File: src/isa_pkg.sv
package isa_pkg;

  localparam int data_bits   = 32;
  localparam int inst_size   = 4;   // PC step in bytes
  localparam int reg_no_bits = 4;
  localparam int imm_bits    = 16;
  localparam int op1_bits    = 6;
  localparam int op2_bits    = 8;

  // Low bit of each instruction field
  localparam int op1_lsb = 26;
  localparam int op2_lsb = 18;
  localparam int imm_lsb = 8;    // Overlaps rd
  localparam int rd_lsb  = 8;
  localparam int rs_lsb  = 4;
  localparam int rt_lsb  = 0;

  typedef enum logic [op1_bits-1:0] {
    op1_alur = 6'b000000,
    op1_beq  = 6'b001000,
    op1_blt  = 6'b001001,
    op1_ble  = 6'b001010,
    op1_bne  = 6'b001011,
    op1_jal  = 6'b001100,   // Decoded as a bubble
    op1_lw   = 6'b010010,
    op1_sw   = 6'b011010,
    op1_addi = 6'b100000,
    op1_andi = 6'b100100,
    op1_ori  = 6'b100101,
    op1_xori = 6'b100110
  } opcode1_e;

  typedef enum logic [op2_bits-1:0] {
    op2_eq   = 8'b00001000,
    op2_lt   = 8'b00001001,
    op2_le   = 8'b00001010,
    op2_ne   = 8'b00001011,
    op2_add  = 8'b00100000,
    op2_and  = 8'b00100100,
    op2_or   = 8'b00100101,
    op2_xor  = 8'b00100110,
    op2_sub  = 8'b00101000,
    op2_nand = 8'b00101100,
    op2_nor  = 8'b00101101,
    op2_xnor = 8'b00101110,
    op2_rshf = 8'b00110000,
    op2_lshf = 8'b00110001
  } opcode2_e;

  // One code per ALU function
  typedef enum logic [3:0] {
    alu_zero, alu_eq, alu_lt, alu_le, alu_ne,
    alu_add, alu_sub, alu_and, alu_or, alu_xor,
    alu_nand, alu_nor, alu_xnor, alu_rshf, alu_lshf
  } alu_op_e;

endpackage

File: src/io_map_pkg.sv
package io_map_pkg;

  // Memory-mapped board I/O
  localparam logic [31:0] addr_hex  = 32'hFFFFF000;
  localparam logic [31:0] addr_ledr = 32'hFFFFF020;
  localparam logic [31:0] addr_key  = 32'hFFFFF080;
  localparam logic [31:0] addr_sw   = 32'hFFFFF090;

  localparam int hex_bits  = 24;   // Six digits of four bits
  localparam int ledr_bits = 10;
  localparam int key_bits  = 4;
  localparam int sw_bits   = 10;

endpackage

File: src/fetch_decode.sv
`timescale 1ns/10ps

module fetch_decode import isa_pkg::*; #(
  parameter logic [data_bits-1:0] start_pc = 32'h100
) (
  input  logic                   clk,
  input  logic                   reset,
  input  logic [data_bits-1:0]   inst,
  input  logic                   wr_en,
  input  logic [reg_no_bits-1:0] wr_reg,
  input  logic [data_bits-1:0]   wr_data,
  output logic [data_bits-1:0]   fetch_addr,
  output alu_op_e                alu_op,
  output logic [data_bits-1:0]   operand_a,
  output logic [data_bits-1:0]   operand_b,
  output logic [data_bits-1:0]   store_data,
  output logic [reg_no_bits-1:0] dst_reg,
  output logic                   reg_we,
  output logic                   mem_re,
  output logic                   mem_we
);

  logic [data_bits-1:0]   inst_fe;
  logic [data_bits-1:0]   regs [0:(1 << reg_no_bits)-1];
  opcode1_e               op1;
  opcode2_e               op2;
  logic [data_bits-1:0]   imm_ext;
  logic [reg_no_bits-1:0] rd, rs, rt;
  logic [data_bits-1:0]   rs_val, rt_val;
  alu_op_e                dec_op;
  logic                   dec_b_imm, dec_use_rd;
  logic                   dec_reg_we, dec_mem_re, dec_mem_we;

  // PC and fetch latch for a memory with one cycle of latency
  always_ff @(posedge clk or posedge reset) begin
    if (reset) begin
      fetch_addr <= start_pc;
      inst_fe    <= '1;   // All ones decodes as a bubble
    end else begin
      fetch_addr <= fetch_addr + data_bits'(inst_size);
      inst_fe    <= inst;
    end
  end

  assign op1     = opcode1_e'(inst_fe[op1_lsb +: op1_bits]);
  assign op2     = opcode2_e'(inst_fe[op2_lsb +: op2_bits]);
  assign imm_ext = {{(data_bits-imm_bits){inst_fe[imm_lsb+imm_bits-1]}},
                    inst_fe[imm_lsb +: imm_bits]};
  assign rd      = inst_fe[rd_lsb +: reg_no_bits];
  assign rs      = inst_fe[rs_lsb +: reg_no_bits];
  assign rt      = inst_fe[rt_lsb +: reg_no_bits];

  always_comb begin
    dec_op     = alu_zero;
    dec_b_imm  = 1'b1;
    dec_use_rd = 1'b0;
    dec_reg_we = 1'b0;
    dec_mem_re = 1'b0;
    dec_mem_we = 1'b0;
    case (op1)
      op1_alur: begin
        dec_b_imm  = 1'b0;
        dec_use_rd = 1'b1;
        dec_reg_we = 1'b1;
        case (op2)
          op2_eq:   dec_op = alu_eq;
          op2_lt:   dec_op = alu_lt;
          op2_le:   dec_op = alu_le;
          op2_ne:   dec_op = alu_ne;
          op2_add:  dec_op = alu_add;
          op2_and:  dec_op = alu_and;
          op2_or:   dec_op = alu_or;
          op2_xor:  dec_op = alu_xor;
          op2_sub:  dec_op = alu_sub;
          op2_nand: dec_op = alu_nand;
          op2_nor:  dec_op = alu_nor;
          op2_xnor: dec_op = alu_xnor;
          op2_rshf: dec_op = alu_rshf;
          op2_lshf: dec_op = alu_lshf;
          default:  dec_op = alu_zero;   // Writes 0 to rd
        endcase
      end
      op1_lw: begin
        dec_op     = alu_add;   // Address is rs + imm
        dec_reg_we = 1'b1;
        dec_mem_re = 1'b1;
      end
      op1_sw: begin
        dec_op     = alu_add;
        dec_mem_we = 1'b1;
      end
      op1_addi: begin
        dec_op     = alu_add;
        dec_reg_we = 1'b1;
      end
      op1_andi: begin
        dec_op     = alu_and;
        dec_reg_we = 1'b1;
      end
      op1_ori: begin
        dec_op     = alu_or;
        dec_reg_we = 1'b1;
      end
      op1_xori: begin
        dec_op     = alu_xor;
        dec_reg_we = 1'b1;
      end
      default: dec_op = alu_zero;   // Branches, jal and unknown words
    endcase
  end

  // Write-first read ports
  assign rs_val = (wr_en && wr_reg == rs) ? wr_data : regs[rs];
  assign rt_val = (wr_en && wr_reg == rt) ? wr_data : regs[rt];

  always_ff @(posedge clk or posedge reset) begin
    if (reset) begin
      for (int i = 0; i < (1 << reg_no_bits); i++)
        regs[i] <= '0;
    end else if (wr_en) begin
      regs[wr_reg] <= wr_data;
    end
  end

  // Decode latch
  always_ff @(posedge clk or posedge reset) begin
    if (reset) begin
      alu_op <= alu_zero;
      reg_we <= 1'b0;
      mem_re <= 1'b0;
      mem_we <= 1'b0;
    end else begin
      alu_op <= dec_op;
      reg_we <= dec_reg_we;
      mem_re <= dec_mem_re;
      mem_we <= dec_mem_we;
    end
  end

  always_ff @(posedge clk) begin
    operand_a  <= rs_val;
    operand_b  <= dec_b_imm ? imm_ext : rt_val;
    store_data <= rt_val;
    dst_reg    <= dec_use_rd ? rd : rt;
  end

  a_fetch_aligned: assert property (@(posedge clk) disable iff (reset)
    fetch_addr[1:0] == 2'b00);

endmodule

File: src/execute.sv
`timescale 1ns/10ps

module execute import isa_pkg::*; (
  input  logic                   clk,
  input  logic                   reset,
  input  alu_op_e                alu_op,
  input  logic [data_bits-1:0]   operand_a,
  input  logic [data_bits-1:0]   operand_b,
  input  logic [data_bits-1:0]   store_data,
  input  logic [reg_no_bits-1:0] dst_reg,
  input  logic                   reg_we,
  input  logic                   mem_re,
  input  logic                   mem_we,
  output logic [data_bits-1:0]   result,
  output logic [data_bits-1:0]   store_data_ex,
  output logic [reg_no_bits-1:0] dst_reg_ex,
  output logic                   reg_we_ex,
  output logic                   mem_re_ex,
  output logic                   mem_we_ex
);

  logic signed [data_bits-1:0] a_s, b_s;
  logic        [4:0]           shamt;
  logic        [data_bits-1:0] alu_out;

  assign a_s   = operand_a;
  assign b_s   = operand_b;
  assign shamt = operand_b[4:0];   // Shift amount from low five bits

  always_comb begin
    case (alu_op)
      alu_eq:   alu_out = {{(data_bits-1){1'b0}}, a_s == b_s};
      alu_lt:   alu_out = {{(data_bits-1){1'b0}}, a_s < b_s};
      alu_le:   alu_out = {{(data_bits-1){1'b0}}, a_s <= b_s};
      alu_ne:   alu_out = {{(data_bits-1){1'b0}}, a_s != b_s};
      alu_add:  alu_out = a_s + b_s;
      alu_sub:  alu_out = a_s - b_s;
      alu_and:  alu_out = a_s & b_s;
      alu_or:   alu_out = a_s | b_s;
      alu_xor:  alu_out = a_s ^ b_s;
      alu_nand: alu_out = ~(a_s & b_s);
      alu_nor:  alu_out = ~(a_s | b_s);
      alu_xnor: alu_out = a_s ~^ b_s;
      alu_rshf: alu_out = a_s >>> shamt;   // Keeps the sign
      alu_lshf: alu_out = a_s << shamt;
      default:  alu_out = '0;
    endcase
  end

  // Execute latch
  always_ff @(posedge clk or posedge reset) begin
    if (reset) begin
      reg_we_ex <= 1'b0;
      mem_re_ex <= 1'b0;
      mem_we_ex <= 1'b0;
    end else begin
      reg_we_ex <= reg_we;
      mem_re_ex <= mem_re;
      mem_we_ex <= mem_we;
    end
  end

  always_ff @(posedge clk) begin
    result        <= alu_out;
    store_data_ex <= store_data;
    dst_reg_ex    <= dst_reg;
  end

  // Decode never asks for a load and a store together
  a_no_load_store: assert property (@(posedge clk) disable iff (reset)
    !(mem_re && mem_we));

endmodule

File: src/io_stage.sv
`timescale 1ns/10ps

module io_stage import isa_pkg::*, io_map_pkg::*; (
  input  logic                   clk,
  input  logic                   reset,
  input  logic [data_bits-1:0]   result,
  input  logic [data_bits-1:0]   store_data_ex,
  input  logic [reg_no_bits-1:0] dst_reg_ex,
  input  logic                   reg_we_ex,
  input  logic                   mem_re_ex,
  input  logic                   mem_we_ex,
  input  logic [key_bits-1:0]    key,
  input  logic [sw_bits-1:0]     sw,
  output logic                   wr_en,
  output logic [reg_no_bits-1:0] wr_reg,
  output logic [data_bits-1:0]   wr_data,
  output logic [6:0]             hex0,
  output logic [6:0]             hex1,
  output logic [6:0]             hex2,
  output logic [6:0]             hex3,
  output logic [6:0]             hex4,
  output logic [6:0]             hex5,
  output logic [ledr_bits-1:0]   ledr
);

  logic [data_bits-1:0] load_val;
  logic [hex_bits-1:0]  hex_reg;

  // Active-low segments with bit 0 as segment a
  function automatic logic [6:0] seg7(input logic [3:0] digit);
    case (digit)
      4'h0:    return 7'h40;
      4'h1:    return 7'h79;
      4'h2:    return 7'h24;
      4'h3:    return 7'h30;
      4'h4:    return 7'h19;
      4'h5:    return 7'h12;
      4'h6:    return 7'h02;
      4'h7:    return 7'h78;
      4'h8:    return 7'h00;
      4'h9:    return 7'h10;
      4'hA:    return 7'h08;
      4'hB:    return 7'h03;
      4'hC:    return 7'h46;
      4'hD:    return 7'h21;
      4'hE:    return 7'h06;
      default: return 7'h0E;
    endcase
  endfunction

  // Only keys and switches are readable
  always_comb begin
    if (result == addr_key)
      load_val = {{(data_bits-key_bits){1'b0}}, ~key};   // Buttons are active low
    else if (result == addr_sw)
      load_val = {{(data_bits-sw_bits){1'b0}}, sw};
    else
      load_val = '0;
  end

  assign wr_en   = reg_we_ex;
  assign wr_reg  = dst_reg_ex;
  assign wr_data = mem_re_ex ? load_val : result;

  // Stores to other addresses are dropped
  always_ff @(posedge clk or posedge reset) begin
    if (reset) begin
      hex_reg <= '0;
      ledr    <= '0;
    end else if (mem_we_ex) begin
      if (result == addr_hex)
        hex_reg <= store_data_ex[hex_bits-1:0];
      if (result == addr_ledr)
        ledr <= store_data_ex[ledr_bits-1:0];
    end
  end

  assign hex0 = seg7(hex_reg[3:0]);
  assign hex1 = seg7(hex_reg[7:4]);
  assign hex2 = seg7(hex_reg[11:8]);
  assign hex3 = seg7(hex_reg[15:12]);
  assign hex4 = seg7(hex_reg[19:16]);
  assign hex5 = seg7(hex_reg[23:20]);

  a_ledr_by_store: assert property (@(posedge clk) disable iff (reset)
    $changed(ledr) |-> $past(mem_we_ex && result == addr_ledr));

endmodule

File: src/cpu_top.sv
`timescale 1ns/10ps

module cpu_top import isa_pkg::*, io_map_pkg::*; #(
  parameter logic [data_bits-1:0] start_pc = 32'h100
) (
  input  logic                 clk,
  input  logic                 reset,
  input  logic [data_bits-1:0] inst,
  input  logic [key_bits-1:0]  key,
  input  logic [sw_bits-1:0]   sw,
  output logic [data_bits-1:0] fetch_addr,
  output logic [6:0]           hex0,
  output logic [6:0]           hex1,
  output logic [6:0]           hex2,
  output logic [6:0]           hex3,
  output logic [6:0]           hex4,
  output logic [6:0]           hex5,
  output logic [ledr_bits-1:0] ledr
);

  // Decode latch to execute
  alu_op_e                alu_op;
  logic [data_bits-1:0]   operand_a, operand_b, store_data;
  logic [reg_no_bits-1:0] dst_reg;
  logic                   reg_we, mem_re, mem_we;

  // Execute latch to I/O
  logic [data_bits-1:0]   result, store_data_ex;
  logic [reg_no_bits-1:0] dst_reg_ex;
  logic                   reg_we_ex, mem_re_ex, mem_we_ex;

  logic                   wr_en;
  logic [reg_no_bits-1:0] wr_reg;
  logic [data_bits-1:0]   wr_data;

  fetch_decode #(.start_pc(start_pc)) u_fetch_decode (
    .clk, .reset, .inst, .wr_en, .wr_reg, .wr_data, .fetch_addr,
    .alu_op, .operand_a, .operand_b, .store_data, .dst_reg,
    .reg_we, .mem_re, .mem_we
  );

  execute u_execute (
    .clk, .reset, .alu_op, .operand_a, .operand_b, .store_data, .dst_reg,
    .reg_we, .mem_re, .mem_we, .result, .store_data_ex, .dst_reg_ex,
    .reg_we_ex, .mem_re_ex, .mem_we_ex
  );

  io_stage u_io_stage (
    .clk, .reset, .result, .store_data_ex, .dst_reg_ex, .reg_we_ex,
    .mem_re_ex, .mem_we_ex, .key, .sw, .wr_en, .wr_reg, .wr_data,
    .hex0, .hex1, .hex2, .hex3, .hex4, .hex5, .ledr
  );

endmodule

File: config.mk
export PLATFORM = sky130hd
export DESIGN_NAME = cpu_top
export DESIGN_NICKNAME = d
export VERILOG_FILES = /design/src/isa_pkg.sv /design/src/io_map_pkg.sv /design/src/fetch_decode.sv /design/src/execute.sv /design/src/io_stage.sv /design/src/cpu_top.sv
export SDC_FILE = /design/constraint.sdc
export NUM_CORES = 2
export LEC_CHECK = 0
export BUFFER_PORTS_ARGS = -buffer_cell sky130_fd_sc_hd__buf_2
export CORE_MARGIN = 2
export CORE_UTILIZATION = 58
export DETAILED_ROUTE_END_ITERATION = 12
export PLACE_DENSITY = 0.75
export SLEW_MARGIN = 20
export SYNTH_ARGS = -nofsm -noshare
export SYNTH_HDL_FRONTEND = slang
export SYNTH_SLANG_ARGS = --single-unit
File: constraint.sdc
create_clock -name clk -period 31.2 [get_ports clk]
set_input_delay 4.68 -clock clk [delete_from_list [all_inputs] [get_ports clk]]
set_output_delay 4.68 -clock clk [all_outputs]
set_load 0.02 [all_outputs]
### Yosys cells after proc, flatten, opt, wreduce, memory -nomap -nowiden

Memories as Yosys holds them, arrays and structs flattened.
Cells that the tools add are included.

| storage, ports and cells | value |
|---|---|
| register bits after elaboration | 772 |
| memory bits (read-only) | 928 |
| bits of input ports | 48 |
| logic and storage cells | 122 |
| memories | 7 |

Memories:

| memory | depth | bits a word | read ports | clocked after Yosys merged registers in | wr ports | RTL line | text |
|---|---|---|---|---|---|---|---|
| (no name shown) | 64 | 4 | 1 | 0 | 0 | fetch_decode.sv:65 | `case (op2)` |
| (no name shown) | 16 | 7 | 1 | 0 | 0 | io_stage.sv:31 | `case (digit)` |
| (no name shown) | 16 | 7 | 1 | 0 | 0 | io_stage.sv:31 |  |
| (no name shown) | 16 | 7 | 1 | 0 | 0 | io_stage.sv:31 |  |
| (no name shown) | 16 | 7 | 1 | 0 | 0 | io_stage.sv:31 |  |
| (no name shown) | 16 | 7 | 1 | 0 | 0 | io_stage.sv:31 |  |
| +1 memories | - | - | - | - | - | - |  |

| cells by class | value |
|---|---|
| add/subtract/negate cells | 3 |
| $lt $le $gt $ge | 6 |
| equal/unequal tests | 28 |
| shifts and indexed selects | 2 |
| muxes and demuxes | 23 |
| bitwise gates (word level) | 10 |
| reduce and logical (&&, ||, !) cells | 9 |

Operator list:

| cell | number |
|---|---|
| 512-bit bitwise mux | 1 |
| 32-bit case mux with 14 select lines | 1 |
| 32-bit two-way mux | 10 |
| 32-bit binary-select mux with 4-bit select | 2 |
| 32-bit demux with 4-bit select | 1 |
| 32-bit == test, second input constant | 4 |
| 32-bit inverter | 2 |
| 32-bit by 3-bit adder with 32-bit output, second input constant | 1 |
| 32-bit adder | 1 |
| 32-bit AND | 1 |
| 32-bit == test | 1 |
| 32-bit <= comparator | 1 |
| 32-bit < comparator | 1 |
| 32-bit != test | 1 |
| 32-bit bitwise OR | 1 |
| 32-bit by 5-bit left shift with 32-bit output | 1 |
| 32-bit by 5-bit >>> shifter with 32-bit output | 1 |
| 32-bit subtractor | 1 |
| 32-bit bitwise XNOR | 1 |
| 32-bit XOR | 1 |
| 4-bit == test, second input constant | 7 |
| 6-bit == test, second input constant | 4 |
| 4-bit case mux with 5 select lines | 1 |
| 4-bit by 3-bit == test with 1-bit output, second input constant | 4 |
| 17 further kinds | 31 |

### Longest topological paths before layout

| depth | value |
|---|---|
| depth in word-level cells | 6 |
| mapped depth | 15 |

### By module

A second synthesis with hierarchy kept.

| unflattened totals | value |
|---|---|
| cells, all modules | 3939 |
| area, all modules | 46609.7 um2 |

Modules (own cells, without submodules):

| module | times used | cells each | area each (um2) | sequential area each (um2) |
|---|---|---|---|---|
| fetch_decode | 1 | 2117 | 32484.9 | 16582.2 |
| execute | 1 | 1478 | 10884.2 | 1436.4 |
| io_stage | 1 | 344 | 3240.6 | 850.8 |

### Worst setup path before layout

No wires, ideal clock.

| path | value |
|---|---|
| kind | register to output |
| from | register u_io_stage.hex_reg[1] |
| to | output port hex0[0] |
| arrival time | 1.463 ns |
| data required time | 26.520 ns |
| slack | 25.057 ns |
| stages on the path, launching flop included | 6 |
| buffers on the path | 0 |
| cell sequence | dfrtp_1 > inv_1 > ha_1 > nor2b_1 > or3b_2 > o21ai_0 |

| between the ends | value |
|---|---|
| cells in the longest elaborated chain, start to end | 1 |

Ends and longest elaborated chain:

| what | RTL line | text |
|---|---|---|
| from (decl) | io_stage.sv:27 | `logic [hex_bits-1:0] hex_reg;` |
| from (signal assigned) | io_stage.sv:72 | `hex_reg <= store_data_ex[hex_bits-1:0];` |
| memory 16 x 7 bit | - |  |
| to (decl) | cpu_top.sv:12 | `output logic [6:0] hex0,` |

Every way passes these cells.

### Worst setup path after layout

Same ends and word-level chain as after synthesis.

==> summary.txt <==
Synthesis
  • Largest family of logic cells by synthesized area: multiplexers
  • Post-synthesis adder-cell area fraction: 0.03956
  • Compound-cell area share of the yosys netlist: 0.1562
  • Register area share after synthesis: 0.4124
  • Synthesis-stage register bit count: 770
  • Multiplexer share of the synthesized area: 0.2199
  • Synth top area share: 0.3255
  • Syn Inst Count: 4,453
  • Post-synth EDFFs: 0
  • Most common cell in the synthesized netlist: nand2_1
  • Simple-Gate Fraction of Synth Area: 0.1158
  • Synth Cell Area: between 0.04 and 0.05 mm²
  • Post-synthesis cell type count: 84
  • Syn_area_per_cell: approximately 10 µm²
  • Area leader, netlist: dfrtp_1
  • Ys async rst share: 0.8026
  • Yosys warning count: 0
  • XOR/XNOR share of the synthesized area: 0.009153
  • Most used flip-flop cell after synthesis: dfrtp_1
  • Synth top cells by count: nand2_1 (754), o21ai_0 (702), dfrtp_1 (585)
  • Top cells by area, synth: dfrtp_1 (33%), mux4_2 (18%), o21ai_0 (7.8%)

Timing
  • Final setup viols: 0
  • Max-slew headroom: 0.2022
  • Final Skew: slightly below 0.06 ns
  • Slew @ Worst Pin: 1.184 ns
  • Fin Setup TNS: 0 ns
  • Slew Limit Fails: 0
  • Final hold violations: 0
  • RSZ-0062 raised after global routing: no
  • Tmin final: ~7.0 ns
  • Max Fclk: between 100 and 150 MHz
  • Final Cycle Share: 0.2244

Placed design
  • Routability cong.: between 1 and 1.5
  • DP HPWL: about 90,000 µm
  • Port buffer count: about 130

Clocking
  • Skew-Pair Late Insertion Delay: 0.66 ns
  • Post_cts resized: 0
  • CTS max path bufs: 3
  • Clk slew on worst S/H paths: approximately 0.060 ns
  • Clock Sink Count: between 700 and 800
  • CTS tree: yes
  • Cts hold-fix bufs: 0
  • Root Driver: clkbuf_16
  • H-tree Lvls: 3
  • Setup Buffers After CTS: 0
  • TritonCTS Buffers: 81

Run status
  • Run status: finished clean

Drt
  • Drt drc: 0
  • DRT Wirelength: approximately 140,000 µm
  • DR iter-0 viols: about 4,200
  • Post-route ant nets: 0
  • Via count: 36,492
  • Drt via density: between 6 and 7
  • WL per Instance: between 20 and 30 µm
  • Drt pass-1 iters: 9

Pwr
  • Max VDD drop: 52.99 µV
  • Leakage: approximately 21 nW
  • Sw power: slightly above 0.0008 W
  • Clk pwr share: 0.372
  • Sequential power share: 0.438
  • Logic pwr share: 0.189
  • Total power per unit cell area: 55.80 mW/mm²
  • Switching share of power: 0.3013
  • Internal power: 0.001911 W

Floorplan
  • Die width: around 280 µm
  • Io pins: between 100 and 150
  • Core region area: ~0.077 mm²
  • # rows: around 100
  • Initial Utilization: 0.5834
  • Total die area: 0.07978 mm²
  • Die height: around 280 µm

Cells and area
  • Final nets: approximately 4,600
  • Area growth syn-to-layout: 8.978%
  • Largest register FFs: a little over 500
  • Layout Utilization: 0.6358
  • Top reg by flops: u_fetch_decode.regs
  • Fraction of final layout cells sized beyond drive strength 1: 0.1843

Global routing
  • Pin count of the biggest net entering global routing: roughly 170
  • Remaining Overflow, GRT: 0
  • Vias in the first global route: around 35,000
  • First-pass GRT wire length: 211,500 µm
  • Tot GR Track Use: 0.3507
  • Initial antenna violation count: 7

Critical path
  • Critical Path Start Type: flop
  • CP arrival: between 2 and 2.5 ns
  • Critical Path Sink Type: output pin
  • CP Class: flop to output pin
  • Critical path fanouts, max: 5
  • CP required: around 27 ns

Job
  • # Max-Cap Violations: 0

Hold path
  • Worst hold path class: flop to flop
-- metal layers --
metal | routed length [µm] | vias up | track usage | share of wire
li1 | - | 15987 | - | -
met1 | 54220 | 18121 | 0.4840 | 0.39
met2 | 63280 | 1979 | 0.5260 | 0.45
met3 | 15170 | 403 | 0.08607 | 0.11
met4 | 6732 | 2 | 0.1646 | 0.048
met5 | 16 | - | 0 | 0.00011
-- path summary, 6_finish.rpt --
kind	startpoint	endpoint	slack (ns)	cells after the start
max in group asynchronous	reset	u_fetch_decode.regs[162]$_DFFE_PP0P_	24.51	4
worst min-delay path	u_fetch_decode.store_data[23]$_DFF_P_	u_execute.store_data_ex[23]$_DFF_P_	0.33	0
min in group asynchronous	reset	u_fetch_decode.regs[314]$_DFFE_PP0P_	4.26	2
worst max-delay path	u_io_stage.hex_reg[1]$_DFFE_PP0P_	hex0[0]	24.20	6
worst min register to register	u_fetch_decode.store_data[23]$_DFF_P_	u_execute.store_data_ex[23]$_DFF_P_	0.33	0
worst max register to register	u_fetch_decode.operand_b[1]$_DFF_P_	u_execute.result[0]$_SDFF_PN0_	26.25	12
-- per-stage QoR --
stage                     total power [W]  instance area [µm²]  hold slack (ns)  std cells  setup slack (ns)
after floorplan                  0.001549                44980           0.3096       4454             9.269
after global placement           0.001696                46150           0.3110       5323             23.84
after detailed placement         0.001712                46150           0.3121       5323             23.80
after CTS                        0.002729                48980           0.3264       5473             24.18
after global routing             0.002838                49000           0.3247       5476             24.04
final                            0.002735                49010           0.3251       5481             24.20
-- placed cells by master (no fill, tap or decap), types with 11 or more instances in the layout --
cell / n
buf_4: 70
a211oi_1: 20
o31ai_1: 17
o22ai_1: 52
nor2_1: 204
mux4_2: 365
a22oi_1: 15
nor2b_1: 30
a221oi_1: 23
xor2_1: 18
dfrtp_1: 585
buf_2: 129
a31oi_1: 17
clkbuf_16: 85
clkbuf_1: 22
or3_1: 17
dfstp_2: 29
mux2_2: 31
inv_1: 161
a21oi_1: 153
ha_1: 139
o21bai_1: 17
and3_1: 11
dfxtp_1: 149
nand2_2: 12
a221o_1: 13
a21o_1: 19
a22o_1: 12
xnor2_1: 29
nor3_1: 31
nor4_1: 13
o221ai_1: 12
nand2_1: 742
nand3_1: 47
clkbuf_8: 21
nand2b_1: 39
o211ai_1: 23
nand4_1: 24
mux2i_1: 132
o21ai_0: 699
-- final cells by class --
| cell class | instances | area (µm²) |
|---|---|---|
| Fill cell | 6093 | 28070 |
| Clock buffer | 128 | 2499 |
| Antenna cell | 8 | 20.02 |
| Tap cell | 1040 | 1301 |
| Inverter | 169 | 641.9 |
| Multi-Input combinational cell | 3142 | 24410 |
| Clock inverter | 22 | 339.1 |
| Sequential cell | 770 | 18570 |
| Timing Repair Buffer | 202 | 1231 |
-- power by group through the flow --
stage / clock network (W) / logic, W / registers, W
6_report: 0.00102 / 0.000518 / 0.00120
5_1_grt: 0.00107 / 0.000560 / 0.00121
4_1_cts: 0.00103 / 0.000506 / 0.00119
3_5_place_dp: 0 / 0.000501 / 0.00121
3_3_place_gp: 0 / 0.000492 / 0.00120
2_1_floorplan: 0 / 0.000383 / 0.00117
-- critical path, stage by stage, from the launching register on --
cell and delay [ns]:
dfrtp_1 0.43, inv_1 0.17, ha_1 0.25, nor2b_1 0.07, or3b_2 0.45, o21ai_0 0.10
buf_2 0.20
-- cell families after synthesis --
family          after synthesis
mux                         528
compound gates             1200
fa+ha+maj                   141
other cells                   1
xor+xnor                     47
simple gates               1224
flops                       770
buf+inv                     542
No activity file was read; power rests on OpenSTA's default activity.
